## src/rtl/fir_pkg.sv

```systemverilog
`default_nettype none

package fir_pkg;

  // Datapath widths
  localparam int SAMP_W     = 24;
  localparam int COEF_W     = 27;
  localparam int PRE_W      = 25;
  localparam int PROD_W     = 52;
  localparam int PROD_SHIFT = 18;
  localparam int ACC_W      = 38;
  localparam int OUT_W      = 32;
  localparam int OUT_SHIFT  = 5;
  localparam int RND_NEG    = 8;

  // Filter structure
  localparam int NUM_TAPS    = 29;
  localparam int NUM_COEF    = 15;
  localparam int COEF_ADDR_W = 4;
  localparam int NUM_LANES   = 5;
  localparam int NUM_PHASES  = 3;
  localparam int PHASE_W     = 2;

  // Input FIFO
  localparam int FIFO_DEPTH = 4;
  localparam int FIFO_PTR_W = 2;

endpackage

`default_nettype wire
```

## src/rtl/coef_bank.sv

```systemverilog
`timescale 1ns/1ps
`default_nettype none

module coef_bank
(
  input  wire                                              clk,
  input  wire                                              RST,
  input  wire                                              coef_push_i,
  input  wire  [fir_pkg::COEF_ADDR_W-1:0]                  coef_addr_i,
  input  wire  signed [fir_pkg::COEF_W-1:0]                coef_re_i,
  input  wire  signed [fir_pkg::COEF_W-1:0]                coef_im_i,
  input  wire                                              copy_i,
  input  wire  [fir_pkg::PHASE_W-1:0]                      phase_i,
  output logic [fir_pkg::NUM_LANES*fir_pkg::COEF_W-1:0]    lane_coef_re_o,
  output logic [fir_pkg::NUM_LANES*fir_pkg::COEF_W-1:0]    lane_coef_im_o
);

  logic [fir_pkg::COEF_W-1:0] wr_re [fir_pkg::NUM_COEF];
  logic [fir_pkg::COEF_W-1:0] wr_im [fir_pkg::NUM_COEF];
  logic [fir_pkg::COEF_W-1:0] act_re [fir_pkg::NUM_COEF];
  logic [fir_pkg::COEF_W-1:0] act_im [fir_pkg::NUM_COEF];

  always_ff @(posedge clk or posedge RST)
  begin
    if (RST)
    begin
      for (int k = 0; k < fir_pkg::NUM_COEF; k++)
      begin
        wr_re[k]  <= '0;
        wr_im[k]  <= '0;
        act_re[k] <= '0;
        act_im[k] <= '0;
      end
      lane_coef_re_o <= '0;
      lane_coef_im_o <= '0;
    end
    else
    begin
      // Address 15 has no slot
      if (coef_push_i && (coef_addr_i < fir_pkg::NUM_COEF))
      begin
        wr_re[coef_addr_i] <= coef_re_i;
        wr_im[coef_addr_i] <= coef_im_i;
      end
      // Accepted sample takes a snapshot of the write bank
      if (copy_i)
      begin
        act_re <= wr_re;
        act_im <= wr_im;
      end
      // Lane j in phase p uses coefficient 5p+j
      for (int j = 0; j < fir_pkg::NUM_LANES; j++)
      begin
        lane_coef_re_o[j*fir_pkg::COEF_W +: fir_pkg::COEF_W] <=
          act_re[phase_i*fir_pkg::NUM_LANES + j];
        lane_coef_im_o[j*fir_pkg::COEF_W +: fir_pkg::COEF_W] <=
          act_im[phase_i*fir_pkg::NUM_LANES + j];
      end
    end
  end

endmodule

`default_nettype wire

```

## config.mk

```make
export PLATFORM = sky130hd
export DESIGN_NAME = coef_bank
export DESIGN_NICKNAME = d
export VERILOG_FILES = /design/src/rtl/fir_pkg.sv /design/src/rtl/coef_bank.sv
export SDC_FILE = /design/constraint.sdc
export NUM_CORES = 2
export LEC_CHECK = 0
export BUFFER_PORTS_ARGS = -buffer_cell sky130_fd_sc_hd__buf_2
export CAP_MARGIN = 20
export CORE_MARGIN = 2
export CORE_UTILIZATION = 55
export CTS_CLUSTER_SIZE = 8
export DETAILED_ROUTE_END_ITERATION = 7
export PLACE_DENSITY_LB_ADDON = 0.12
export SLEW_MARGIN = 40
export SYNTH_ARGS = -nofsm -noshare
export SYNTH_HDL_FRONTEND = slang
export SYNTH_SLANG_ARGS = --single-unit
```

## constraint.sdc

```tcl
create_clock -name clk -period 55 [get_ports clk]
set_input_delay 5.5 -clock clk [delete_from_list [all_inputs] [get_ports clk]]
set_output_delay 5.5 -clock clk [all_outputs]
set_load 0.02 [all_outputs]
```

# After elaboration in Yosys (flattened, before gate mapping)
# Cells that the tools add are included.
[op_classes]
multipliers = 1
order_cmp = 8
n_reduce_logical = 2
muxes = 34
n_addsub = 4
bitwise_logic = 6
[op_table]
columns = ["operator", "count"]
rows = [
  ["27-bit binary-select mux with 4-bit select", 10],
  ["405-bit bitwise mux", 2],
  ["27-bit two-way mux", 21],
  ["33-bit by 5-bit >= comparator with 1-bit output, second input constant", 5],
  ["6-bit NOT with 33-bit output", 4],
  ["27-bit demux with 4-bit select", 1],
  ["5-bit NOT with 33-bit output", 1],
  ["5-bit by 2-bit adder with 6-bit output, second input constant", 2],
  ["5-bit by 1-bit adder with 6-bit output, second input constant", 1],
  ["5-bit by 3-bit adder with 6-bit output, second input constant", 1],
  ["5-bit >= comparator, second input constant", 1],
  ["5-bit by 1-bit less-than comparator with 1-bit output, second input constant", 1],
  ["2-bit by 3-bit multiplier with 5-bit output, second input constant", 1],
  ["4-bit NOT with 5-bit output", 1],
  ["4-bit less-than comparator, second input constant", 1],
  ["1-bit logical AND", 2],
]
[totals]
in_bits = 64
ff_bits = 1890

# Depth between registers and ports, before layout
[depth]
ltp_word = 6
mapped_depth = 13
ltp_nobuf = 6

# Worst setup path after synthesis
# No wires, ideal clock.
[synth_timing]
path_kind = "input port to flip-flop"
start = "input phase_i[0] (netlist bit)"
end = "register lane_coef_re_o[27] (netlist bit)"
path_slack_ns = 46.891
n_path_buf = 6
required_ns = 54.862
setup_ns = 0.138
path_stages = 10
arrival_time_ns = 7.971
cell_sequence = "buf_6 buf_6 buf_4 inv_1 buf_2 ha_1 buf_4 buf_2 mux4_2 mux4_2"
[synth_via]
elab_chain_cells = 6
[synth_rtl]
columns = ["element", "line", "text"]
rows = [
  ["from (decl)", "coef_bank.sv:13", "input wire [fir_pkg::PHASE_W-1:0] phase_i,"],
  ["2-bit by 3-bit multiplier with 5-bit output", "coef_bank.sv:55", "act_re[phase_i*fir_pkg::NUM_LANES + j];"],
  ["5-bit by 1-bit adder with 6-bit output", "coef_bank.sv:55", ""],
  ["6-bit NOT with 33-bit output (not written as such)", "coef_bank.sv:55", ""],
  ["27-bit binary-select mux with 4-bit select", "coef_bank.sv:55", ""],
  ["27-bit two-way mux (not written as such) (2 in a row)", "coef_bank.sv:55", ""],
  ["to (signal, indexed assignment)", "coef_bank.sv:54", "lane_coef_re_o[j*fir_pkg::COEF_W +: fir_pkg::COEF_W] <="],
  ["to (decl)", "coef_bank.sv:14", "output logic [fir_pkg::NUM_LANES*fir_pkg::COEF_W-1:0] lane_coef_re_o,"],
]
# No other way between the ends. The select of a mux whose other input is x is not followed.
# A chain may end at the register's enable or synchronous reset.

# Final worst setup path
[layout_timing]
start = "input phase_i[0] (netlist bit)"
end = "register lane_coef_im_o[27] (netlist bit)"
[layout_via]
elab_chain_cells = 6
[layout_rtl]
columns = ["element", "line", "text"]
rows = [
  ["2-bit by 3-bit multiplier with 5-bit output", "coef_bank.sv:57", "act_im[phase_i*fir_pkg::NUM_LANES + j];"],
  ["5-bit by 1-bit adder with 6-bit output", "coef_bank.sv:57", ""],
  ["6-bit NOT with 33-bit output (not written as such)", "coef_bank.sv:57", ""],
  ["27-bit binary-select mux with 4-bit select", "coef_bank.sv:57", ""],
  ["27-bit two-way mux (not written as such) (2 in a row)", "coef_bank.sv:57", ""],
  ["to (signal, indexed assignment)", "coef_bank.sv:56", "lane_coef_im_o[j*fir_pkg::COEF_W +: fir_pkg::COEF_W] <="],
  ["to (decl)", "coef_bank.sv:15", "output logic [fir_pkg::NUM_LANES*fir_pkg::COEF_W-1:0] lane_coef_im_o"],
]
# No other way between the ends. The select of a mux whose other input is x is not followed.

==> results.md <==
- Status: complete, no violations
- Vias in the first global route: 51,500
- CP Cell Sequence: buf_8 -> inv_1 -> ha_4 -> buf_12 -> buf_16 -> buf_4 -> mux4_2 -> mux2_2 -> o22ai_1 -> nor2_1
- # port buffers: 333
- Grt total ovfl: 0
- Seq cells post-synth: 1,890
- TritonCTS clock tree: built
- Clock skew: 0.0295 ns
- TritonCTS Sinks: 1,890
- Rel. slew slack: 40.5%
- Netlist Area Pre-Place: 86,800 sq um
- Worst skew pair latency: 0.89 ns
- Setup violators final: 0
- Vias per inst: 6.43
- Pwr dens: 46.2 nW/um^2
- CP endpoint kind: flop
- Slew Viols, Final: 0
- Synth area leaders: dfrtp_1 (54%), mux2_2 (24%), mux4_2 (16%)
- Unrepaired setup endpoints after global routing: false
- CTS Root Cell: clkbuf_16
- CP max FO: 87
- I/O pin count: 334
- Setup TNS Final: 0 ns
- Cell taking the most area after synthesis: dfrtp_1
- Initial antenna violation count: 17
- Die Y: 401 um
- Die width: 401 um
- Number of DRC markers in iteration 0: 3,781
- Final Hold Viols: 0
- Fill cells: 11,400
- FMAX: 114 MHz
- Crit-path slowest cell: ha_4
- Hold Startpoint: wr_im[39]$_DFFE_PP0P_
- Floorplan core area: 156,000 sq um
- CP bufs+invs: 5
- Postcts setup bufs: 0
- Net count, final: 5,637
- Crit share post-route: 15.9%
- Initial Util: 55.5%
- Largest net degree at the start of global routing: 145
- FP Rows: 145
- Drt drc: 0
- Worst slew pin tran: 0.892 ns
- Worst EP required: 55.74 ns
- Clock buffer depth: 4
- First-pass iteration count of the detailed router: 5
- Multi-input gate area: 37,500 sq um
- GP Congestion: 0.789
- Launch point of the worst path: phase_i[0]
- Crit path kind: in2reg
- DRT antenna net count: 0
- Fraction of layout cells with a size suffix above 1: 57.0%
- Wirelength per Cell: 28.7 um
- Cell count after synthesis: 5,286
- Storage cell area: 47,300 sq um
- Die ar.: 161,000 sq um
- CP Launch Type: input port
- Worst reg2reg path startpoint: act_re[375]$_DFFE_PP0P_
- Total wire length: 220,000 um
- Max-cap violation count: 0
- Most common cell after layout, fill and taps aside: dfrtp_1
- Crit path DAT: 9.48 ns
- Syn avg cell area: 16.4 sq um
- Final hold slack: 0.483 ns
- First-pass GRT wire length: 338,000 um
- Num CTS Buffers: 286
- Most frequent cells in the layout: dfrtp_1 (1,890), mux2_2 (1,819), mux4_2 (599)
- Peak VDD IR: 0.0000356 V
- Synth warnings: 0
- Register area share after synthesis: 54.5%
- Post-synthesis cell type count: 31
- Via count: 49,200
- Area share of the largest cell type after synthesis: 54.5%
- Area grow syn2layout: 12.7%
- Crit-path max cell delay: 0.76 ns
- Hold Path Class: reg2reg
- H-tree depth: 5
- Syn_nets: 5,352
- Post-CTS resize count: 0
- Tmin final: 8.74 ns
- Leakage: 42.2 nW
- Largest delay share family, worst path: buffers and inverters
- Clk pin slew, worst setup/hold paths: 0.05 ns
- Dpl hpwl: 126,000 um
- Hold Buf Count CTS: 0
- GRT Overall Usage: 27.8%
cell families after synthesis:
logic type / Yosys count / share of synthesized area, %
buffers and inverters: 448 / 2.55
adder cells (fa/ha/maj): 2 / 0.0288
AND/OR/NAND/NOR: 194 / 0.891
flip-flops: 1890 / 54.5
multiplexers: 2538 / 40.5
AO/OA/AOI/OAI: 214 / 1.52
flip-flops by register name, summed over array words and instances, names as in the netlist:
register and flops:
act_re 405, act_im 405, lane_coef_im_o 135, lane_coef_re_o 135, wr_im 405, wr_re 405
power breakdown:
part / total (mW) / internal, mW / leakage, nW / switching [mW]
Clock: 1.50 / 0.930 / 3.64 / 0.570
Sequential: 2.07 / 1.77 / 23.2 / 0.303
Combinational: 0.949 / 0.565 / 15.4 / 0.384
cell type report:
type / count / area share, %
Clock buffer: 297 / 7.53
Clock inverter: 2 / 0.0217
Inverter: 4 / 0.0269
Sequential cell: 1890 / 48.4
Multi-Input combinational cell: 2948 / 38.3
Timing Repair Buffer: 441 / 3.13
Tap cell: 2058 / 2.63
Antenna cell: 5 / 0.0128
worst register-to-register path, delay by kind of cell, from the launching register on:
family | cells | cell delay (ns)
DFF | 1 | 0.40
muxes | 2 | 1.05
per-layer routing:
metal / track usage [%] / wire length, um
met2: 44.3 / 107000
met5: 0 / 71
met1: 39.9 / 95600
met3: 4.75 / 11700
met4: 7.57 / 4990
cell usage after synthesis:
cell type,instances
a21oi_1,1
buf_2,162
inv_1,4
clkbuf_1,206
nor2_2,1
mux4_2,599
dfrtp_1,1890
nand3_1,1
mux2_2,1819
nor2b_1,2
ha_1,2
o22ai_1,44
nor3b_1,1
nor2_1,57
o21ai_0,98
nand3b_1,2
nand2b_1,7
a22oi_1,1
mux2i_1,120
a221oi_1,46
buf_1,15
or3_1,2
a211oi_1,2
and2_1,1
clkbuf_4,1
o221ai_1,2
o21ai_1,19
a21o_1,1
nand2_1,120
buf_4,33
buf_6,27
through the flow:
stage / utilization [%] / cell area [sq um] / cells / worst slack [ns] / total power [mW]
CTS: 62.4 / 97600 / 7633 / 45.05 / 4.55
global route: 62.5 / 97800 / 7644 / 45.70 / 4.73
detailed placement: 57.7 / 90200 / 7334 / 44.12 / 3.03
floorplan: - / 86800 / 5286 / 23.27 / 2.73
global placement: 57.4 / 89800 / 7324 / 43.99 / 3.00
finish: 62.5 / 97800 / 7645 / 46.26 / 4.52
worst paths after layout:
kind | depth (start not counted) | slack [ns] | end
max | 10 | 46.26 | lane_coef_im_o[27]$_DFF_PP0_
min | 1 | 0.48 | act_im[39]$_DFFE_PP0P_
max reg2reg | 2 | 53.39 | lane_coef_re_o[78]$_DFF_PP0_
min reg2reg | 1 | 0.48 | act_im[39]$_DFFE_PP0P_
max in group asynchronous | 9 | 46.36 | lane_coef_im_o[2]$_DFF_PP0_
min in group asynchronous | 2 | 4.59 | lane_coef_im_o[102]$_DFF_PP0_
(Power assumes the default switching activity.)
