--- src/rtl/fir_pkg.sv ---
`default_nettype none

package fir_pkg;

  // Datapath widths
  localparam int SAMP_W     = 24;
  localparam int COEF_W     = 27;
  localparam int PRE_W      = 25;
  localparam int PROD_W     = 52;
  localparam int PROD_SHIFT = 18;
  localparam int ACC_W      = 38;
  localparam int OUT_W      = 32;
  localparam int OUT_SHIFT  = 5;
  localparam int RND_NEG    = 8;

  // Filter structure
  localparam int NUM_TAPS    = 29;
  localparam int NUM_COEF    = 15;
  localparam int COEF_ADDR_W = 4;
  localparam int NUM_LANES   = 5;
  localparam int NUM_PHASES  = 3;
  localparam int PHASE_W     = 2;

  // Input FIFO
  localparam int FIFO_DEPTH = 4;
  localparam int FIFO_PTR_W = 2;

endpackage

`default_nettype wire
--- src/rtl/phase_accumulator.sv ---
`timescale 1ns/1ps
`default_nettype none

module phase_accumulator
(
  input  wire                                             clk,
  input  wire                                             RST,
  input  wire                                             valid_i,
  input  wire                                             first_i,
  input  wire                                             last_i,
  input  wire  [fir_pkg::NUM_LANES*fir_pkg::ACC_W-1:0]    lane_re_i,
  input  wire  [fir_pkg::NUM_LANES*fir_pkg::ACC_W-1:0]    lane_im_i,
  output logic                                            push_o,
  output logic [fir_pkg::OUT_W-1:0]                       out_re_o,
  output logic [fir_pkg::OUT_W-1:0]                       out_im_o
);

  // Flags trail the tap cycle by three stages
  logic [2:0]                valid_sr;
  logic [2:0]                first_sr;
  logic [2:0]                last_sr;
  logic [fir_pkg::ACC_W-1:0] group_re;
  logic [fir_pkg::ACC_W-1:0] group_im;
  logic [fir_pkg::ACC_W-1:0] sum_re_q;
  logic [fir_pkg::ACC_W-1:0] sum_im_q;
  logic [fir_pkg::ACC_W-1:0] acc_re_q;
  logic [fir_pkg::ACC_W-1:0] acc_im_q;
  logic [fir_pkg::ACC_W-1:0] rnd_re;
  logic [fir_pkg::ACC_W-1:0] rnd_im;

  always_comb
  begin
    group_re = '0;
    group_im = '0;
    for (int j = 0; j < fir_pkg::NUM_LANES; j++)
    begin
      group_re = group_re + lane_re_i[j*fir_pkg::ACC_W +: fir_pkg::ACC_W];
      group_im = group_im + lane_im_i[j*fir_pkg::ACC_W +: fir_pkg::ACC_W];
    end
  end

  always_ff @(posedge clk or posedge RST)
  begin
    if (RST)
    begin
      valid_sr <= '0;
      first_sr <= '0;
      last_sr  <= '0;
      sum_re_q <= '0;
      sum_im_q <= '0;
      acc_re_q <= '0;
      acc_im_q <= '0;
      push_o   <= 1'b0;
    end
    else
    begin
      valid_sr <= {valid_sr[1:0], valid_i};
      first_sr <= {first_sr[1:0], first_i};
      last_sr  <= {last_sr[1:0], last_i};
      sum_re_q <= group_re;
      sum_im_q <= group_im;
      // Phase 0 loads, later phases add
      if (valid_sr[2])
      begin
        acc_re_q <= first_sr[2] ? sum_re_q : acc_re_q + sum_re_q;
        acc_im_q <= first_sr[2] ? sum_im_q : acc_im_q + sum_im_q;
      end
      push_o <= valid_sr[2] & last_sr[2];
    end
  end

  ////////////////////
  // Output rounding
  ////////////////////
  assign rnd_re = acc_re_q[fir_pkg::ACC_W-1] ? acc_re_q + fir_pkg::ACC_W'(fir_pkg::RND_NEG)
                                             : acc_re_q;
  assign rnd_im = acc_im_q[fir_pkg::ACC_W-1] ? acc_im_q + fir_pkg::ACC_W'(fir_pkg::RND_NEG)
                                             : acc_im_q;
  assign out_re_o = rnd_re[fir_pkg::OUT_SHIFT +: fir_pkg::OUT_W];
  assign out_im_o = rnd_im[fir_pkg::OUT_SHIFT +: fir_pkg::OUT_W];

endmodule

`default_nettype wire

--- config.mk ---
export PLATFORM = sky130hd
export DESIGN_NAME = phase_accumulator
export DESIGN_NICKNAME = d
export VERILOG_FILES = /design/src/rtl/fir_pkg.sv /design/src/rtl/phase_accumulator.sv
export SDC_FILE = /design/constraint.sdc
export NUM_CORES = 1
export LEC_CHECK = 0
export ABC_AREA = 1
export BUFFER_PORTS_ARGS = -buffer_cell sky130_fd_sc_hd__buf_2
export CAP_MARGIN = 20
export CORE_AREA = 4 4 238 240
export CTS_CLUSTER_SIZE = 14
export DETAILED_ROUTE_END_ITERATION = 8
export DIE_AREA = 0 0 242 244
export PLACE_DENSITY = 0.69
export SYNTH_ARGS = -nofsm -noshare
export SYNTH_HDL_FRONTEND = slang
export SYNTH_SLANG_ARGS = --single-unit
--- constraint.sdc ---
create_clock -name clk -period 4.9 [get_ports clk]
set_input_delay 0.735 -clock clk [delete_from_list [all_inputs] [get_ports clk]]
set_output_delay 0.735 -clock clk [all_outputs]
set_load 0.01 [all_outputs]
* After elaboration in Yosys (flattened, before gate mapping)
Index checks and enable logic that the tools add are counted.
Storage, ports and cells: bits in registers 162, bits of input ports 385, output and inout bits 65, word-level logic and storage cells 25
Cells by class: add/subtract/negate cells 12, multiplexer cells 4, bitwise logic cells 1
Operators by type and width (number):
- 38-bit adder | 10
- 38-bit 2-to-1 mux | 2
- 37-bit by 4-bit adder with 37-bit output (second input constant) | 2
- 37-bit 2-to-1 mux | 2
- 1-bit AND | 1

* Depth between registers and ports, before layout
Gate-level depths: netlist of run 1.
word-level depth 4, gate-level depth with buffers 18, gate-level depth less buffers 18

* Least setup slack after synthesis of run 1
No wires, ideal clock.
kind input to register, start point in lane_im_i[1] (netlist bit), end point reg sum_im_q[33] (netlist bit), library setup time 117 ps, arrival 3840 ps, required time 4783 ps, slack 944 ps, stages 16, path buffers 0, path through fa_1 fa_1 fa_1 ha_1 inv_1 fa_1 inv_1 nand3_1 nand2_1 a21boi_1 o21ai_1 nand3_1 nand2_1 nand2_1 nand3_1 nand2_1
Between the ends: longest elaborated chain between the ends 4
Ends and longest elaborated chain:
- from (decl) | RTL line phase_accumulator.sv:12 | input wire [fir_pkg::NUM_LANES*fir_pkg::ACC_W-1:0] lane_im_i,
- 38-bit adder (4 in series) | RTL line phase_accumulator.sv:38 | group_im = group_im + lane_im_i[j*fir_pkg::ACC_W +: fir_pkg::ACC_W];
- via group_im, one bit | RTL line phase_accumulator.sv:23 | logic [fir_pkg::ACC_W-1:0] group_im;
- to (signal assigned) | RTL line phase_accumulator.sv:61 | sum_im_q <= group_im;
- to (decl) | RTL line phase_accumulator.sv:25 | logic [fir_pkg::ACC_W-1:0] sum_im_q;
The timed path passes the listed nets, and every way through them passes these cells. A chain may end at the register's enable or synchronous reset.

* Final worst setup path of run 1
start point in lane_im_i[1] (netlist bit), end point reg sum_im_q[23] (netlist bit)
The elaborated chain is that of the path after synthesis.

==> results.yml, run 1 <==
cells_and_area:
  layout.nets: 4911
  area_growth_pct: 15.2
  fin_util_pct: 51.3
  nFillCells: 5669
  seq_area_um2: 4060
  layout-drive-gt1-share_pct: 12.9
  multi_input_area_um2: 16200
clock_network:
  cts-resized-gates: 0
  insertion_delay_ps: 460
  h-tree-depth: 4
  clock-sinks: 162
  clockBufferDepth: 2
  tritoncts: "done"
  clk_pin_slew_ps: 60
  cts_buffers: 17
  root_buffer: "clkbuf_16"
  cts_hold_buffers: 0
  postCtsSetupRepairBufs: 0
timing:
  finalMaxSlewViolations: 0
  worst_slack_ps: 809
  timing.slew.headroom_pct: 32.1
  setup_tns_ps: 0
  max_freq_mhz: 244
  fin_crit_ps: 4090
  fin_crit_sh_pct: 83.5
  finalHoldViolations: 0
  setup_viol: 0
  tightest_slew_ps: 1020
  skew_ps: 13.8
  rsz0062_at_grt: "false"
outcome:
  status: "finished clean"
route:
  drt_iter0_markers: 1652
  dr.pass1.iters: 5
  wl_per_cell_um: 15.4
  viasPerCell: 4.82
  drc: 0
  postRouteAntennaNets: 0
  vias: 23476
  finalWirelength_um: 75000
place:
  port_buffers: 449
  place.gp.congestion: 0.958
  post-place-ws_ps: 342
  dp_hpwl_um: 65400
synth:
  ys_warn_count: 0
  synth-edff-count: 0
  ys_ff_latch: 162
  ys_types: 46
  ys.flop_type: "dfrtp_1"
  yosysMostFrequentCell: "inv_1"
  synthesis.area_um2: 24300
  yosysTopAreaCell: "fa_1"
  yosysTopAreaCellShare_pct: 18.3
  synth-seq-area-share_pct: 16.7
  synthArstFlopShare_pct: 100
  syn_area_per_cell_um2: 6.56
  synthTopCellsByArea: "fa_1 (18%), dfrtp_1 (17%), inv_1 (16%)"
  syn-num-nets: 4468
  synthTopCellsByCount: "inv_1 (1038), nand2_1 (861), nor2_1 (412), fa_1 (222), a21oi_1 (170)"
  synthCells: 3711
job:
  cap_violations: 0
die:
  fp-row-count: 86
  dieArea_um2: 59000
  fp.dieW_um: 242
  ios: 450
  start_util_pct: 44.5
  core-area_um2: 54700
  die_h_um: 244
grt:
  grt_max_degree: 114
  antenna_found_initial: 8
  grt_pass1_vias: 23152
  overflow: 0
  grt_usage_pct: 25.3
  grt_pass1_wl_um: 120000
worst_setup_path:
  crit_end: "sum_im_q[23]"
  startpoint: "lane_im_i[1]"
  cp.arrival_ps: 4410
  cpPeakStageDelay_ps: 550
  path_cells: "buf_2, fa_1, fa_1, fa_1, ha_1, inv_1, fa_1, inv_1, nand3_1, nand2_1, a21boi_1, o21ai_0, a21oi_1, xor2_1"
  cp_data_required_time_ps: 5220
  path_buf_inv: 3
  endpoint_kind: "register"
  crit_type: "in -> reg"
  critical-path-slowest-cell: "fa_1"
  critPathTopFamily: "adder cells"
  rrSetupSlack_ps: 2110
  cp_common_cell: "fa_1"
  critPathMaxFanout: 3
  r2r-start: "first_sr[2]"
  cp-start-kind: "input port"
  cp.depth: 14
  r2r-end: "acc_im_q[21]"
  r2r_cells: 7
min_path:
  min-delay-start: "last_sr[0]"
  hp-class: "reg -> reg"
pwr:
  vdd_drop_max_uv: 302
  pwr_density_cell_nw_per_um2: 646
  leakage_nw: 16.5
==> cell families (layout without fill, tap and decap cells) <==
logic type      count (synthesis)  after routing  share of synthesized area [%]
flops                         162            162                           16.7
other cells                     0              3                              0
compound gates                384            384                           8.58
buf+inv                      1077           1533                           16.6
xor+xnor                      148            148                           5.33
simple gates                 1568           1568                           26.8
fa+ha+maj                     372            372                           26.0
==> metal layers <==
layer | GRT usage [%] | routed length, um | up-vias
li1 | - | - | 11926
met1 | 36.6 | 36000 | 10814
met2 | 40.4 | 33000 | 654
met3 | 3.79 | 4790 | 78
met4 | 5.53 | 1280 | 4
met5 | 0 | 27 | -
==> how the worst min path moves through the flow <==
stage | cells after the start | endpoint | slack [ps]
after floorplan | 0 | first_sr[1] | 330
after global placement | 0 | valid_sr[1] | 330
after detailed placement | 0 | first_sr[2] | 330
after CTS | 0 | last_sr[1] | 350
after global routing | 0 | first_sr[2] | 350
final | 0 | last_sr[1] | 350
==> report_power, final <==
group | switching [W] | leakage, nW | internal (W)
Combinational | 0.00887 | 14.3 | 0.00475
Sequential | 0.00100 | 1.92 | 0.00204
Clock | 0.000620 | 0.289 | 0.000809
Total | 0.0105 | 16.5 | 0.00760
==> registers in the layout, summed over array words and instances (netlist names) <==
signal and flops:
last_sr 3, sum_re_q 38, first_sr 3, acc_im_q 38, valid_sr 3, acc_re_q 38, sum_im_q 38, push_o 1
==> cells in the final DEF, fill, tap and decap left out, types with 5 or more instances in the layout <==
cell type and count:
o21bai_1 16, a21oi_1 170, inv_1 1037, nor2_1 412
a21boi_0 6, inv_6 6, nor2_4 6, nand3_2 6
o22ai_1 6, buf_4 7, nor4_1 11, nand2_1 861
o21ai_1 12, xor2_1 106, dfrtp_1 161, xnor2_1 42
nor3_2 5, clkbuf_16 17, nand3b_1 6, and2_1 6
o211ai_1 20, nor3_1 41, a31oi_1 8, buf_2 449
fa_1 222, nand3_1 168, nand4_1 20, nor2_2 6
o21ai_0 132, ha_1 150
==> per-stage QoR <==
step                      power (W)  cell area [um2]  hold slack [ps]  cells
after detailed placement     0.0165            27400              335   4839
after floorplan              0.0124            24300              331   3711
final                        0.0181            28000              349   4874
after CTS                    0.0180            28000              349   4871
after global placement       0.0164            27400              332   4839
after global routing         0.0202            28000              352   4874
==> area by class of cell <==
class,instances,area share (%)
multi-input cells,2472,57.9
flip-flops and latches,162,14.5
inverters,1044,14.0
repair buffers,457,8.28
well taps,704,3.14
clock buffers,18,1.53
clock inverters,14,0.625
diodes,3,0.0268
No activity file was read; power rests on OpenSTA's default activity.
==> run 2: changes to the inputs <==
Settings changed: PLACE_DENSITY 0.69 to 0.66.
Clock period 4.9 ns to 4.1 ns, I/O delays scaled along.
==> run 2 against run 1 <==
  * Core utilization is 0.76 points higher
  * Sequential share of layout area is 0.21 points lower
  * Die area stayed put
  * First-iteration DRC count is 5.0% lower
  * Via count is 0.67% higher
  * Register-to-register slack worse by 440 ps
  * Cell count is 1.0% higher
  * Power is 22% higher
  * Clock skew hardly changed
  * Largest cell class unchanged
  * Largest power group unchanged
  * Highest routed layer unchanged
==> results.yml, run 2 (same netlist as run 1, synthesis figures left out) <==
grt:
  overflow: 0
  grt_pass1_vias: 23223
  antenna_found_initial: 6
  grt_pass1_wl_um: 120000
  grt_usage_pct: 25.3
  grt_max_degree: 80
min_path:
  hp-class: "in -> async"
timing:
  setup_viol: 0
  max_freq_mhz: 264
  finalMaxSlewViolations: 0
  rsz0062_at_grt: "false"
  fin_crit_ps: 3790
  tightest_slew_ps: 799
  setup_tns_ps: 0
  fin_crit_sh_pct: 92.5
  finalHoldViolations: 0
  timing.slew.headroom_pct: 46.6
  skew_ps: 14.3
route:
  wl_per_cell_um: 15.2
  routed.top_layer: "met5"
  drt_iter0_markers: 1570
  postRouteAntennaNets: 0
  finalWirelength_um: 74800
  met1_length_um: 35900
  dr.pass1.iters: 6
  met3_length_um: 5010
  dr_wl_met2_um: 32100
  drc: 0
  vias: 23634
  viasPerCell: 4.80
clock_network:
  clk_pin_slew_ps: 80
  clock-sinks: 162
  cts_buffers: 17
  insertion_delay_ps: 470
  cts-resized-gates: 0
  postCtsSetupRepairBufs: 0
  clockBufferDepth: 2
  h-tree-depth: 4
  root_buffer: "clkbuf_16"
  tritoncts: "done"
  cts_hold_buffers: 0
place:
  place.gp.congestion: 0.988
  dp_hpwl_um: 66100
  port_buffers: 449
cells_and_area:
  layout-drive-gt1-share_pct: 14.0
  final_common_cell: "inv_1"
  area_growth_pct: 16.9
  final_cell_mix: "inv_1 (1037), nand2_1 (861), buf_2 (449)"
  nFillCells: 5720
  fin_util_pct: 52.0
  layout.nets: 4964
worst_setup_path:
  cp-start-kind: "input port"
  cp.arrival_ps: 4140
  critPathMaxFanout: 5
  crit_type: "in -> reg"
  endpoint_kind: "register"
  cp_data_required_time_ps: 4450
pwr:
  vdd_drop_max_uv: 413
  leakage_nw: 16.8
  pwr_density_cell_nw_per_um2: 775
die:
  fp.dieW_um: 242
  dieArea_um2: 59000
  ios: 450
  die_h_um: 244
  start_util_pct: 44.5
  fp-row-count: 86
  core-area_um2: 54700
job:
  cap_violations: 0
outcome:
  status: "finished clean"
## run 2: layout make-up
type / instances / area [um2] / share of cell area, %
Clock inverter: 14 / 161 / 0.568
Timing Repair Buffer: 510 / 2740 / 9.64
Inverter: 1044 / 3930 / 13.8
Sequential cell: 162 / 4050 / 14.3
Multi-Input combinational cell: 2472 / 16200 / 57.1
Tap cell: 704 / 881 / 3.10
Clock buffer: 18 / 439 / 1.54
Antenna cell: 1 / 2.50 / 0.00880
## run 2: per-layer routing
metal | track usage [%] | up-vias
met5 | 0 | -
met3 | 3.48 | 87
met4 | 6.83 | 2
li1 | - | 12031
met2 | 39.6 | 743
met1 | 36.8 | 10771
## run 2: where the power goes
group / switching, W / total [W] / leakage [nW] / internal, W
clock network: 0.000774 / 0.00166 / 0.297 / 0.000885
logic: 0.0107 / 0.0168 / 14.6 / 0.00608
registers: 0.00118 / 0.00361 / 1.92 / 0.00243
total: 0.0126 / 0.0220 / 16.8 / 0.00940
## run 2: final timing paths
path	startpoint	endpoint	slack (ps)	cells after the start
hold / removal	RST	acc_re_q[4]	90	2
max in group asynchronous	RST	acc_im_q[36]	3280	3
setup reg to reg	acc_im_q[0]	acc_im_q[22]	1670	15
hold reg to reg	last_sr[1]	last_sr[2]	350	0
min in group clk	valid_i	valid_sr[0]	250	1
setup / recovery	lane_re_i[4]	sum_re_q[32]	310	18
## run 2: worst max-delay path, stage by stage
cell and delay, ps:
buf_2 70, inv_1 40, fa_1 540, inv_1 60
fa_1 480, inv_1 50, fa_1 470, inv_1 50
ha_1 370, nand2_1 140, o21ai_1 220, nor2_1 140
o21ai_1 300, nand2_1 120, nand2_1 210, nand2_1 110
nand3_1 80, nand2_1 70
## run 2: through the flow
stage	std cells	setup slack [ps]	cell area, um2	power [W]	hold slack, ps
after floorplan	3711	264	24300	0.0148	331
after global placement	4892	-127	27800	0.0201	333
after detailed placement	4892	-129	27800	0.0201	335
after CTS	4924	366	28400	0.0219	81.1
after global routing	4925	123	28400	0.0245	108
final	4925	309	28400	0.0220	92.0
