File: config.mk
export PLATFORM = sky130hd
export DESIGN_NAME = sample_fifo
export DESIGN_NICKNAME = d
export VERILOG_FILES = /design/src/rtl/fir_pkg.sv /design/src/rtl/sample_fifo.sv
export SDC_FILE = /design/constraint.sdc
export NUM_CORES = 1
export LEC_CHECK = 0
export BUFFER_PORTS_ARGS = -buffer_cell sky130_fd_sc_hd__buf_2
export CAP_MARGIN = 20
export CORE_MARGIN = 3
export CORE_UTILIZATION = 35
export DETAILED_ROUTE_END_ITERATION = 10
export PLACE_DENSITY = 0.59
export SLEW_MARGIN = 0
export SYNTH_ARGS = -nofsm -noshare
export SYNTH_HDL_FRONTEND = slang
export SYNTH_SLANG_ARGS = --single-unit
File: constraint.sdc
create_clock -name clk -period 4.6 [get_ports clk]
set_clock_uncertainty 0.05 [all_clocks]
set_input_delay 0.23 -clock clk [delete_from_list [all_inputs] [get_ports clk]]
set_output_delay 0.23 -clock clk [all_outputs]
set_load 0.1 [all_outputs]
File: src/rtl/fir_pkg.sv
`default_nettype none

package fir_pkg;

  // Datapath widths
  localparam int SAMP_W     = 24;
  localparam int COEF_W     = 27;
  localparam int PRE_W      = 25;
  localparam int PROD_W     = 52;
  localparam int PROD_SHIFT = 18;
  localparam int ACC_W      = 38;
  localparam int OUT_W      = 32;
  localparam int OUT_SHIFT  = 5;
  localparam int RND_NEG    = 8;

  // Filter structure
  localparam int NUM_TAPS    = 29;
  localparam int NUM_COEF    = 15;
  localparam int COEF_ADDR_W = 4;
  localparam int NUM_LANES   = 5;
  localparam int NUM_PHASES  = 3;
  localparam int PHASE_W     = 2;

  // Input FIFO
  localparam int FIFO_DEPTH = 4;
  localparam int FIFO_PTR_W = 2;

endpackage

`default_nettype wire
File: src/rtl/sample_fifo.sv
`timescale 1ns/1ps
`default_nettype none

module sample_fifo
(
  input  wire                        clk,
  input  wire                        RST,
  input  wire                        wr_i,
  input  wire                        rd_i,
  input  wire  [fir_pkg::SAMP_W-1:0] wr_re_i,
  input  wire  [fir_pkg::SAMP_W-1:0] wr_im_i,
  output logic [fir_pkg::SAMP_W-1:0] rd_re_o,
  output logic [fir_pkg::SAMP_W-1:0] rd_im_o,
  output logic                       empty_o,
  output logic                       full_o
);

  logic [fir_pkg::SAMP_W-1:0]   mem_re [fir_pkg::FIFO_DEPTH];
  logic [fir_pkg::SAMP_W-1:0]   mem_im [fir_pkg::FIFO_DEPTH];
  logic [fir_pkg::FIFO_PTR_W-1:0] wr_ptr_q;
  logic [fir_pkg::FIFO_PTR_W-1:0] rd_ptr_q;
  logic [fir_pkg::FIFO_PTR_W:0]   count_q;
  logic                           wr_en;
  logic                           rd_en;

  assign full_o  = (count_q == fir_pkg::FIFO_DEPTH);
  assign empty_o = (count_q == '0);

  // Writes dropped when full, reads dropped when empty
  assign wr_en = wr_i & ~full_o;
  assign rd_en = rd_i & ~empty_o;

  // Head of queue is visible without a read
  assign rd_re_o = mem_re[rd_ptr_q];
  assign rd_im_o = mem_im[rd_ptr_q];

  always_ff @(posedge clk)
  begin
    if (wr_en)
    begin
      mem_re[wr_ptr_q] <= wr_re_i;
      mem_im[wr_ptr_q] <= wr_im_i;
    end
  end

  always_ff @(posedge clk or posedge RST)
  begin
    if (RST)
    begin
      wr_ptr_q <= '0;
      rd_ptr_q <= '0;
      count_q  <= '0;
    end
    else
    begin
      if (wr_en)
        wr_ptr_q <= wr_ptr_q + 1'b1;
      if (rd_en)
        rd_ptr_q <= rd_ptr_q + 1'b1;
      // Simultaneous read and write leaves the count alone
      if (wr_en && !rd_en)
        count_q <= count_q + 1'b1;
      else if (rd_en && !wr_en)
        count_q <= count_q - 1'b1;
    end
  end

endmodule

`default_nettype wire

### Yosys cells after proc, flatten, opt, wreduce, memory -nomap -nowiden

Memory sizes are Yosys's and may differ from the RTL's.
Cells that the tools add are included.

* register bits: 7
* memory bits (writable): 192
* input port bits: 52
* output and inout port bits: 50
* logic and storage cells: 24
* memories: 2

* add/subtract/negate cells: 4
* equal/unequal tests: 1
* multiplexer cells: 4
* bitwise gates (word level): 4
* reduce and logical (&&, ||, !) cells: 6

Memories
* mem_im: depth 4, width 24, rd ports 1, clocked after memory_dff 0, write ports 1, line sample_fifo.sv:19 `logic [fir_pkg::SAMP_W-1:0] mem_im [fir_pkg::FIFO_DEPTH];`
* mem_re: depth 4, width 24, rd ports 1, clocked after memory_dff 0, write ports 1, line sample_fifo.sv:18 `logic [fir_pkg::SAMP_W-1:0] mem_re [fir_pkg::FIFO_DEPTH];`

Operator list (count)
* $mux W3: 2
* $add A2 B1 Y2 const B: 2
* $add A3 B1 Y3 const B: 1
* $eq A3 B3 Y1 const B: 1
* $logic_not A3 Y1: 1
* $sub A3 B1 Y3 const B: 1
* $and A1 B1 Y1: 2
* $logic_and A1 B1 Y1: 2
* $logic_not A1 Y1: 2
* $mux W1: 2
* $not A1 Y1: 2
* $reduce_bool A2 Y1: 1

### Logic depth before layout (Yosys ltp)

Gate-level depths: netlist of the first run.

* depth in word-level cells: 7
* gate-level depth with buffers: 9
* mapped depth without buffers: 8

### Least setup slack after synthesis of the first run

OpenSTA, ideal clock, no wires.

* path type: register to register
* start point: register count_q[0] (netlist name)
* end point: register count_q[2] (netlist name)
* library setup time: 79 ps
* arrival: 3866 ps
* data required time: 4471 ps
* path slack: 605 ps
* stages on the path, launching flop included: 9
* buffers on the path: 0
* period minus slack after synthesis: 3995 ps
* cell sequence: dfrtp_1 nor3_1 nand2b_1 ha_1 inv_1 fa_1 xor2_1 nor2_1 xor2_1

* longest elaborated chain between the ends: 6
* elaborated cells on any way between the ends: 15
* those cells by class: 2 x add/sub; 1 x eq/ne; 2 x mux; 4 x bitwise; 6 x reduce/logical

RTL lines
* start, declared: line sample_fifo.sv:22 `logic [fir_pkg::FIFO_PTR_W:0] count_q;`
* start signal, assigned: line sample_fifo.sv:62 `count_q <= count_q + 1'b1;`
* start signal, assigned: line sample_fifo.sv:64 `count_q <= count_q - 1'b1;`
* $logic_not A3 Y1 (*): line sample_fifo.sv:27 `assign empty_o = (count_q == '0);`
* net empty_o: line sample_fifo.sv:14 `output logic empty_o,`
* $not A1 Y1 (*): line sample_fifo.sv:31 `assign rd_en = rd_i & ~empty_o;`
* $and A1 B1 Y1 (*): line sample_fifo.sv:31
* $logic_not A1 Y1: line sample_fifo.sv:61 `if (wr_en && !rd_en)`
* $logic_and A1 B1 Y1: line sample_fifo.sv:61
* $mux W3 / $reduce_bool A2 Y1 (equally long branches)

Mark *: on every way through the listed nets, which the timed path passes. The rest lies on a longest branch. The select of a mux whose other input is x is not followed.
A chain may end at the register's enable or synchronous reset.

### Final worst setup path of the first run

* start point: register rd_ptr_q[1] (netlist name)
* end point: output rd_re_o[11] (netlist name)

* longest elaborated chain between the ends: 1

RTL lines
* start, declared: line sample_fifo.sv:21 `logic [fir_pkg::FIFO_PTR_W-1:0] rd_ptr_q;`
* start signal, assigned: line sample_fifo.sv:59 `rd_ptr_q <= rd_ptr_q + 1'b1;`
* $mem_v2 Z4 W24
* end, declared: line sample_fifo.sv:12 `output logic [fir_pkg::SAMP_W-1:0] rd_re_o,`

No other way between the ends.

==> metrics.cfg, run 1 <==
[cts]
clk-insertion-delay-late_ps=420
cts_max_level=4
clkSlewWorstSetupHoldPaths_ps=70
clock_path_buffers=2
cts_root_buffer=clkbuf_16
cts_setup_buffers=0
cts_num_sinks=199
cts_tree=yes
cts_resized=0
cts_buffers=17

[placed_design]
dp_hpwl_um=8720
routabilityCongestion=0.695
io_buffer_count=101

[finish]
syn_to_final_growth_pct=25.4
layout_commonest_cell=edfxtp_1
nFillCells=1746
drive_gt1_frac=0.418
final_nets=509
layout_common_cells=edfxtp_1, buf_2, dlygate4sd3_1
register_area_um2=5950
multi_input_area_um2=1310

[job]
max-cap-violations=0

[die]
die_h_um=152
ios=102
dieArea_um2=23000
rows=52
core_um2=20500
start_util=0.362
fp.dieW_um=152

[yosys]
ys_ff_latch=199
synthDistinctLibCells=21
syn-num-nets=345
syn_area_per_cell_um2=25.8
synth_area_um2=7410
synth_warnings=0
yosysSeqAreaShare=0.801
synthCells=287

[critical_path]
worstPathArrival_ps=2490
worst_setup_path_end_kind=output port
cp_cell_sequence=buf_4 -> mux4_2 -> buf_2
path_class=flop to output port
crit_buf_inv=2
cp_max_fo=26
critPathMaxStageDelay_ps=820
cp_top_family=buffers and inverters
cp_data_required_time_ps=4320
cp_slowest_cell=dfrtp_2
startpoint_type=flop

[timing]
hold_violations=0
setup_viol=0
rsz0062_at_grt=no
tightest_slew_ps=948
tns_ps=0
slew_viol_final=0
max_freq_mhz=361
slew_headroom=0.368
period_needed_ps=2770
timing.final.crit_share=0.602

[routing]
totalWireLength_um=13900
drtIter0Drc=137
viasPerCell=4.64
drt.antenna.violating_nets=0
num_vias=3412
drt_pass1_iterations=4
drc=0
wl_per_cell_um=18.9

[global_route]
grt_pass1_wl_um=21400
grt_max_degree=51
grt_pass1_vias=3784
track_usage=0.128
grt-ovfl-total=0
antenna_found_initial=1

[run_status]
outcome=finished, final reports clean

[hold_path]
hp-class=primary input to flop

-- worst reg2reg max path, cell delays in order (launching register included) --
cell and delay [ps]:
dfrtp_1 410, nor3b_2 180, nor2b_1 460, and2_2 830, buf_4 440
-- area by class of cell --
type | instances | area share
flip-flops and latches | 199 | 0.639
multi-input cells | 72 | 0.141
repair buffers | 157 | 0.116
clock buffers | 18 | 0.0462
well taps | 270 | 0.0363
clock inverters | 14 | 0.0187
inverters | 4 | 0.00161
diodes | 1 | 0.000269
-- final timing paths --
check | from | endpoint | slack (ps) | cells past startpoint
max in group asynchronous | RST | rd_ptr_q[0] | 4010 | 3
setup reg to reg | count_q[2] | mem_im[3][18] | 1900 | 4
min in group asynchronous | RST | rd_ptr_q[0] | 230 | 3
hold / removal | rd_i | rd_ptr_q[1] | 40 | 3
hold reg to reg | count_q[2] | count_q[2] | 460 | 1
setup / recovery | rd_ptr_q[1] | rd_re_o[11] | 1830 | 3
-- per-layer routing --
metal,up-vias,global-route usage,routed length [um]
li1,1539,-,-
met1,1772,0.172,5970
met2,84,0.200,6900
met3,17,0.0422,821
met4,0,0.0422,159
met5,-,0,0
-- timing repair --
| item | CTS | global route |
|---|---|---|
| setup endpoints to repair | 0 | 0 |
| hold buffers | 49 | 0 |
| endpoints found under the hold margin | 199 | 0 |
-- cells by family (layout without fill, tap and decap cells) --
group / after synthesis / count (layout) / synth area share
flip-flops: 199 / 199 / 0.801
multiplexers: 50 / 50 / 0.149
buffers and inverters: 16 / 193 / 0.0223
AND/OR/NAND/NOR: 10 / 10 / 0.00894
adder cells (fa/ha/maj): 6 / 6 / 0.0111
XOR/XNOR: 6 / 6 / 0.00709
other: 0 / 1 / 0
-- registers in the layout, indices dropped and copies added, names as in the netlist --
| signal | cells |
|---|---|
| rd_ptr_q | 2 |
| count_q | 3 |
| mem_re | 96 |
| wr_ptr_q | 2 |
| mem_im | 96 |
-- synthesized netlist by cell type, drive strengths merged --
| cell type | instances | area share |
|---|---|---|
| xor2 | 2 | 0.0024 |
| edfxtp | 192 | 0.78 |
| nor3 | 1 | 0.00067 |
| nor3b | 1 | 0.0017 |
| ha | 5 | 0.0084 |
| fa | 1 | 0.0027 |
| xnor2 | 4 | 0.0047 |
| buf | 12 | 0.020 |
| mux4 | 48 | 0.15 |
| nor2 | 1 | 0.00051 |
| and2 | 4 | 0.0034 |
| mux2 | 2 | 0.0035 |
| nand3b | 1 | 0.0010 |
| dfrtp | 7 | 0.024 |
| nand2b | 1 | 0.00084 |
| nor2b | 1 | 0.00084 |
| inv | 4 | 0.0020 |
-- metrics by stage --
| step | setup slack (ps) | hold WS [ps] | instances | util | instance area [um2] |
|---|---|---|---|---|---|
| floorplan | 605 | -16.6 | 287 | - | 7410 |
| global placement | 1950 | 133 | 651 | 0.398 | 8160 |
| detailed placement | 1840 | 150 | 652 | 0.399 | 8180 |
| CTS | 1660 | 25.3 | 733 | 0.452 | 9270 |
| global route | 1670 | 40.0 | 735 | 0.454 | 9300 |
| finish | 1830 | 43.4 | 735 | 0.454 | 9300 |
Power of run 1 is not shown: default switching activity piles up to over one toggle a cycle in this logic, so the estimate is an artifact.
==> inputs of run 2 (changes only) <==
--- a/config.mk
+++ b/config.mk
@@ -10,7 +10,7 @@
 export CORE_MARGIN = 3
 export CORE_UTILIZATION = 35
 export DETAILED_ROUTE_END_ITERATION = 10
-export PLACE_DENSITY = 0.59
+export PLACE_DENSITY = 0.61
 export SLEW_MARGIN = 0
 export SYNTH_ARGS = -nofsm -noshare
 export SYNTH_HDL_FRONTEND = slang
==> constraint.sdc (replaced) <==
create_clock -name clk -period 2.5 [get_ports clk]
set_clock_uncertainty 0.05 [all_clocks]
set_input_delay 0.125 -clock clk [delete_from_list [all_inputs] [get_ports clk]]
set_output_delay 0.125 -clock clk [all_outputs]
set_load 0.1 [all_outputs]
==> run 2 against run 1 <==
Effect of this change: first-iteration DRC count increased by 32%; critical path depth unchanged; via count increased by 0.67%; count of clock-buffer cells in the layout increased by 1; wire length decreased by 4.7%; sequential share of layout area decreased by 0.61 points; flip-flop and latch count unchanged; final area increased by 1.0%; die area unchanged; cell count increased by 0.54%; critical path type unchanged; largest cell class unchanged.
==> metrics.cfg, run 2 (same netlist as run 1, synthesis figures left out) <==
[timing]
rsz0062_at_grt=no
slew_viol_final=0
period_needed_ps=2340
setup_viol=0
hold_violations=0
timing.final.crit_share=0.936
slew_headroom=0.662
tightest_slew_ps=510
max_freq_mhz=427

[cts]
clkSlewWorstSetupHoldPaths_ps=70
cts_tree=yes
clock_path_buffers=2
cts_buffers=17
cts_resized=0
cts_root_buffer=clkbuf_16
cts_setup_buffers=0
hold_buffers=50
clk-insertion-delay-late_ps=420
cts_max_level=4
cts_num_sinks=199

[finish]
layout_common_cells=edfxtp_1, buf_2, dlygate4sd3_1
final_cell_area_um2=9390
syn_to_final_growth_pct=26.7
top_regs=mem_im: 96 flops, mem_re: 96 flops, count_q: 3 flops
final_nets=514
layout_commonest_cell=edfxtp_1
diodes=0
drive_gt1_frac=0.433

[placed_design]
placed_cell_area_um2=8350
routabilityCongestion=0.716
io_buffer_count=101
dp_hpwl_um=8020

[critical_path]
worst_setup_path_end_kind=output port
cp_max_fo=23
startpoint_type=flop
r2r_setup_slack_ps=450
path_class=flop to output port
worstPathArrival_ps=2160
cp_data_required_time_ps=2330

[die]
rows=52
die_h_um=152
core_um2=20500
fp.dieW_um=152
start_util=0.362
dieArea_um2=23000
ios=102

[routing]
drc=0
num_vias=3435
highest_layer=met4
drtIter0Drc=181
wl_met3_um=535
wl_met1_um=5660
drt.antenna.violating_nets=0
viasPerCell=4.65
wl_met2_um=6860
totalWireLength_um=13200
wl_per_cell_um=17.9
drt_pass1_iterations=6

[job]
max-cap-violations=0

[global_route]
grt_pass1_wl_um=20800
track_usage=0.122
grt_pass1_vias=3845
grt_max_degree=43
antenna_found_initial=0
grt-ovfl-total=0

[run_status]
outcome=finished, final reports clean

[hold_path]
hp-class=primary input to asynchronous set/reset pin

## run 2: cell types whose count changed in the layout (fill, tap and decap cells not counted), sizes merged
| cell | delta |
|---|---|
| buf | +4 |
| inv | +2 |
| diode | -1 |
| clkbuf | +1 |
| clkinvlp | +3 |
| clkinv | -3 |
| bufinv | -3 |
| dlygate4sd3 | +1 |
## run 2: layer usage
metal  GRT usage  vias to the layer above
met5           0                        -
met4      0.0377                        0
met3      0.0321                       15
met2       0.208                       70
met1       0.152                     1796
li1            -                     1554
## run 2: critical path, stage by stage, from the launching register on
cell	delay (ps)
dfrtp_4	600
buf_12	260
mux4_2	540
buf_2	310
## run 2: worst paths after layout
kind / from / end / cells after the start
worst min register to register: count_q[2] / count_q[2] / 1
worst min-delay path: RST / count_q[1] / 3
worst max-delay path: rd_ptr_q[0] / rd_im_o[8] / 3
min in group clk: wr_i / wr_ptr_q[0] / 4
max in group asynchronous: RST / rd_ptr_q[0] / 3
worst max register to register: count_q[0] / count_q[2] / 8
## run 2: area by class of cell
cell class | count | area (um2)
clock inverters | 13 | 114
flip-flops and latches | 199 | 5950
inverters | 4 | 15.0
well taps | 270 | 338
fillers | 1744 | 11100
repair buffers | 162 | 1200
multi-input cells | 72 | 1340
clock buffers | 19 | 433
## run 2: per-stage QoR
stage	setup TNS, ps	setup slack, ps	utilization	std cells	hold WS, ps
5_1_grt	0	42.4	0.458	739	140
3_3_place_gp	0	557	0.407	657	7.61
4_1_cts	0	96.5	0.458	739	110
2_1_floorplan	-255	-141	-	287	-122
3_5_place_dp	0	487	0.407	657	23.2
6_report	0	161	0.458	739	123
Power of run 2 is left out for the same reason.
==> inputs of run 3 (changes only) <==
--- a/config.mk
+++ b/config.mk
@@ -11,6 +11,7 @@
 export CORE_UTILIZATION = 35
 export DETAILED_ROUTE_END_ITERATION = 10
 export PLACE_DENSITY = 0.61
+export SETUP_SLACK_MARGIN = 0.3
 export SLEW_MARGIN = 0
 export SYNTH_ARGS = -nofsm -noshare
 export SYNTH_HDL_FRONTEND = slang
==> run 3 against run 2 <==
Effect of this change: highest routed layer unchanged; maximum frequency up 9.7%; non-clock buffer count up 3; count of clock-buffer cells in the layout down 2; critical path depth unchanged; flip-flop and latch count unchanged; core utilization up 0.90 points; first-iteration DRC count down 33%; die area unchanged; largest cell class unchanged.
==> metrics.cfg, run 3 (same netlist as run 1, synthesis figures left out) <==
[finish]
drive_gt1_frac=0.441
final_nets=517
top_regs=mem_im: 96 flops, mem_re: 96 flops, count_q: 3 flops
layout_commonest_cell=edfxtp_1
layout_common_cells=edfxtp_1, buf_2, dlygate4sd3_1
syn_to_final_growth_pct=29.2

[cts]
clock_path_buffers=2
cts_max_level=4
clkSlewWorstSetupHoldPaths_ps=70
cts_tree=yes
cts_buffers=17
cts_setup_buffers=0
clk-insertion-delay-late_ps=420
cts_num_sinks=199
cts_root_buffer=clkbuf_16

[routing]
num_vias=3503
drc=0
drtIter0Drc=121
drt.antenna.violating_nets=0
viasPerCell=4.71
totalWireLength_um=13800
wl_per_cell_um=18.6
drt_pass1_iterations=4

[global_route]
grt_pass1_wl_um=21100
use_met1=0.164
grt_pass1_vias=3875
busiest_layer=met2
grt_use_met2=0.200
antenna_found_initial=0
track_usage=0.124
use_met3=0.0336
grt-ovfl-total=0
grt_max_degree=31

[run_status]
outcome=finished, final reports clean

[critical_path]
cp_cell_sequence=buf_12 -> mux4_2 -> buf_4
cp_slowest_cell=mux4_2
path_class=flop to output port
worst_setup_path_end_kind=output port
cp_max_fo=20
critPathMaxStageDelay_ps=560
worstPathArrival_ps=1960
startpoint_type=flop
cp_data_required_time_ps=2330

[timing]
period_needed_ps=2130
timing.final.crit_share=0.853
max_freq_mhz=469
setup_viol=0
hold_violations=0
tightest_slew_ps=495
slew_viol_final=0
rsz0062_at_grt=yes
tns_ps=0
slew_headroom=0.672

[job]
max-cap-violations=0

[die]
ios=102
die_h_um=152
fp.dieW_um=152
core_um2=20500
start_util=0.362
dieArea_um2=23000
rows=52

[placed_design]
io_buffer_count=101
dp_hpwl_um=8530
routabilityCongestion=0.686

[hold_path]
hp-class=primary input to asynchronous set/reset pin

## run 3: cell types whose count changed in the layout (fill, tap and decap cells not counted), sizes merged
cell and change:
buf -4, clkbuf +5, clkinv +2, clkinvlp -2, diode +1, inv +2
## run 3: critical path, delay by kind of cell, from the launching register on
family / cells / cell delay (ps)
mux: 1 / 560
flops: 1 / 490
buf+inv: 2 / 470
## run 3: layer usage
layer / wire length, um / up-vias / share of wire
met3: 668 / 14 / 0.048
met5: 0 / - / 0
met1: 6090 / 1845 / 0.44
li1: - / 1559 / -
met2: 6840 / 85 / 0.50
met4: 215 / 0 / 0.016
## run 3: through the flow
step                      utilization  setup slack [ps]  hold WS [ps]  instance area [um2]  cells
after global placement          0.408               512          8.92                 8360    659
after floorplan                     -              -141          -122                 7450    287
after CTS                       0.462               256          98.1                 9470    741
final                           0.467               367           123                 9580    743
after global routing            0.467               282           142                 9570    742
after detailed placement        0.408               457          17.8                 8360    659
## run 3: final cells by class
class	instances	area, um2
fill	1710	10900
sequential	199	5950
timing repair buffer	165	1360
multi-input combinational	72	1350
clock buffer	17	425
tap	270	338
clock inverter	15	136
inverter	4	15.0
antenna	1	2.50
## run 3: final timing paths
| kind | start | endpoint | slack (ps) | depth (start not counted) |
|---|---|---|---|---|
| max | rd_ptr_q[0] | rd_re_o[15] | 370 | 3 |
| min | RST | count_q[2] | 120 | 3 |
| max reg2reg | count_q[2] | count_q[2] | 490 | 8 |
| min reg2reg | count_q[2] | count_q[2] | 510 | 1 |
| max in group asynchronous | RST | rd_ptr_q[0] | 2040 | 3 |
| min in group clk | wr_i | wr_ptr_q[0] | 230 | 4 |
## run 3: what timing repair did
| item | CTS | global route |
|---|---|---|
| cloned | 0 | 1 |
| hold buffers | 50 | 0 |
| resized for setup | 19 | 40 |
| endpoints found under the hold margin | 201 | 0 |
| setup endpoints to repair | 35 | 44 |
| pin swaps | 0 | 0 |
Power of run 3 is left out for the same reason.
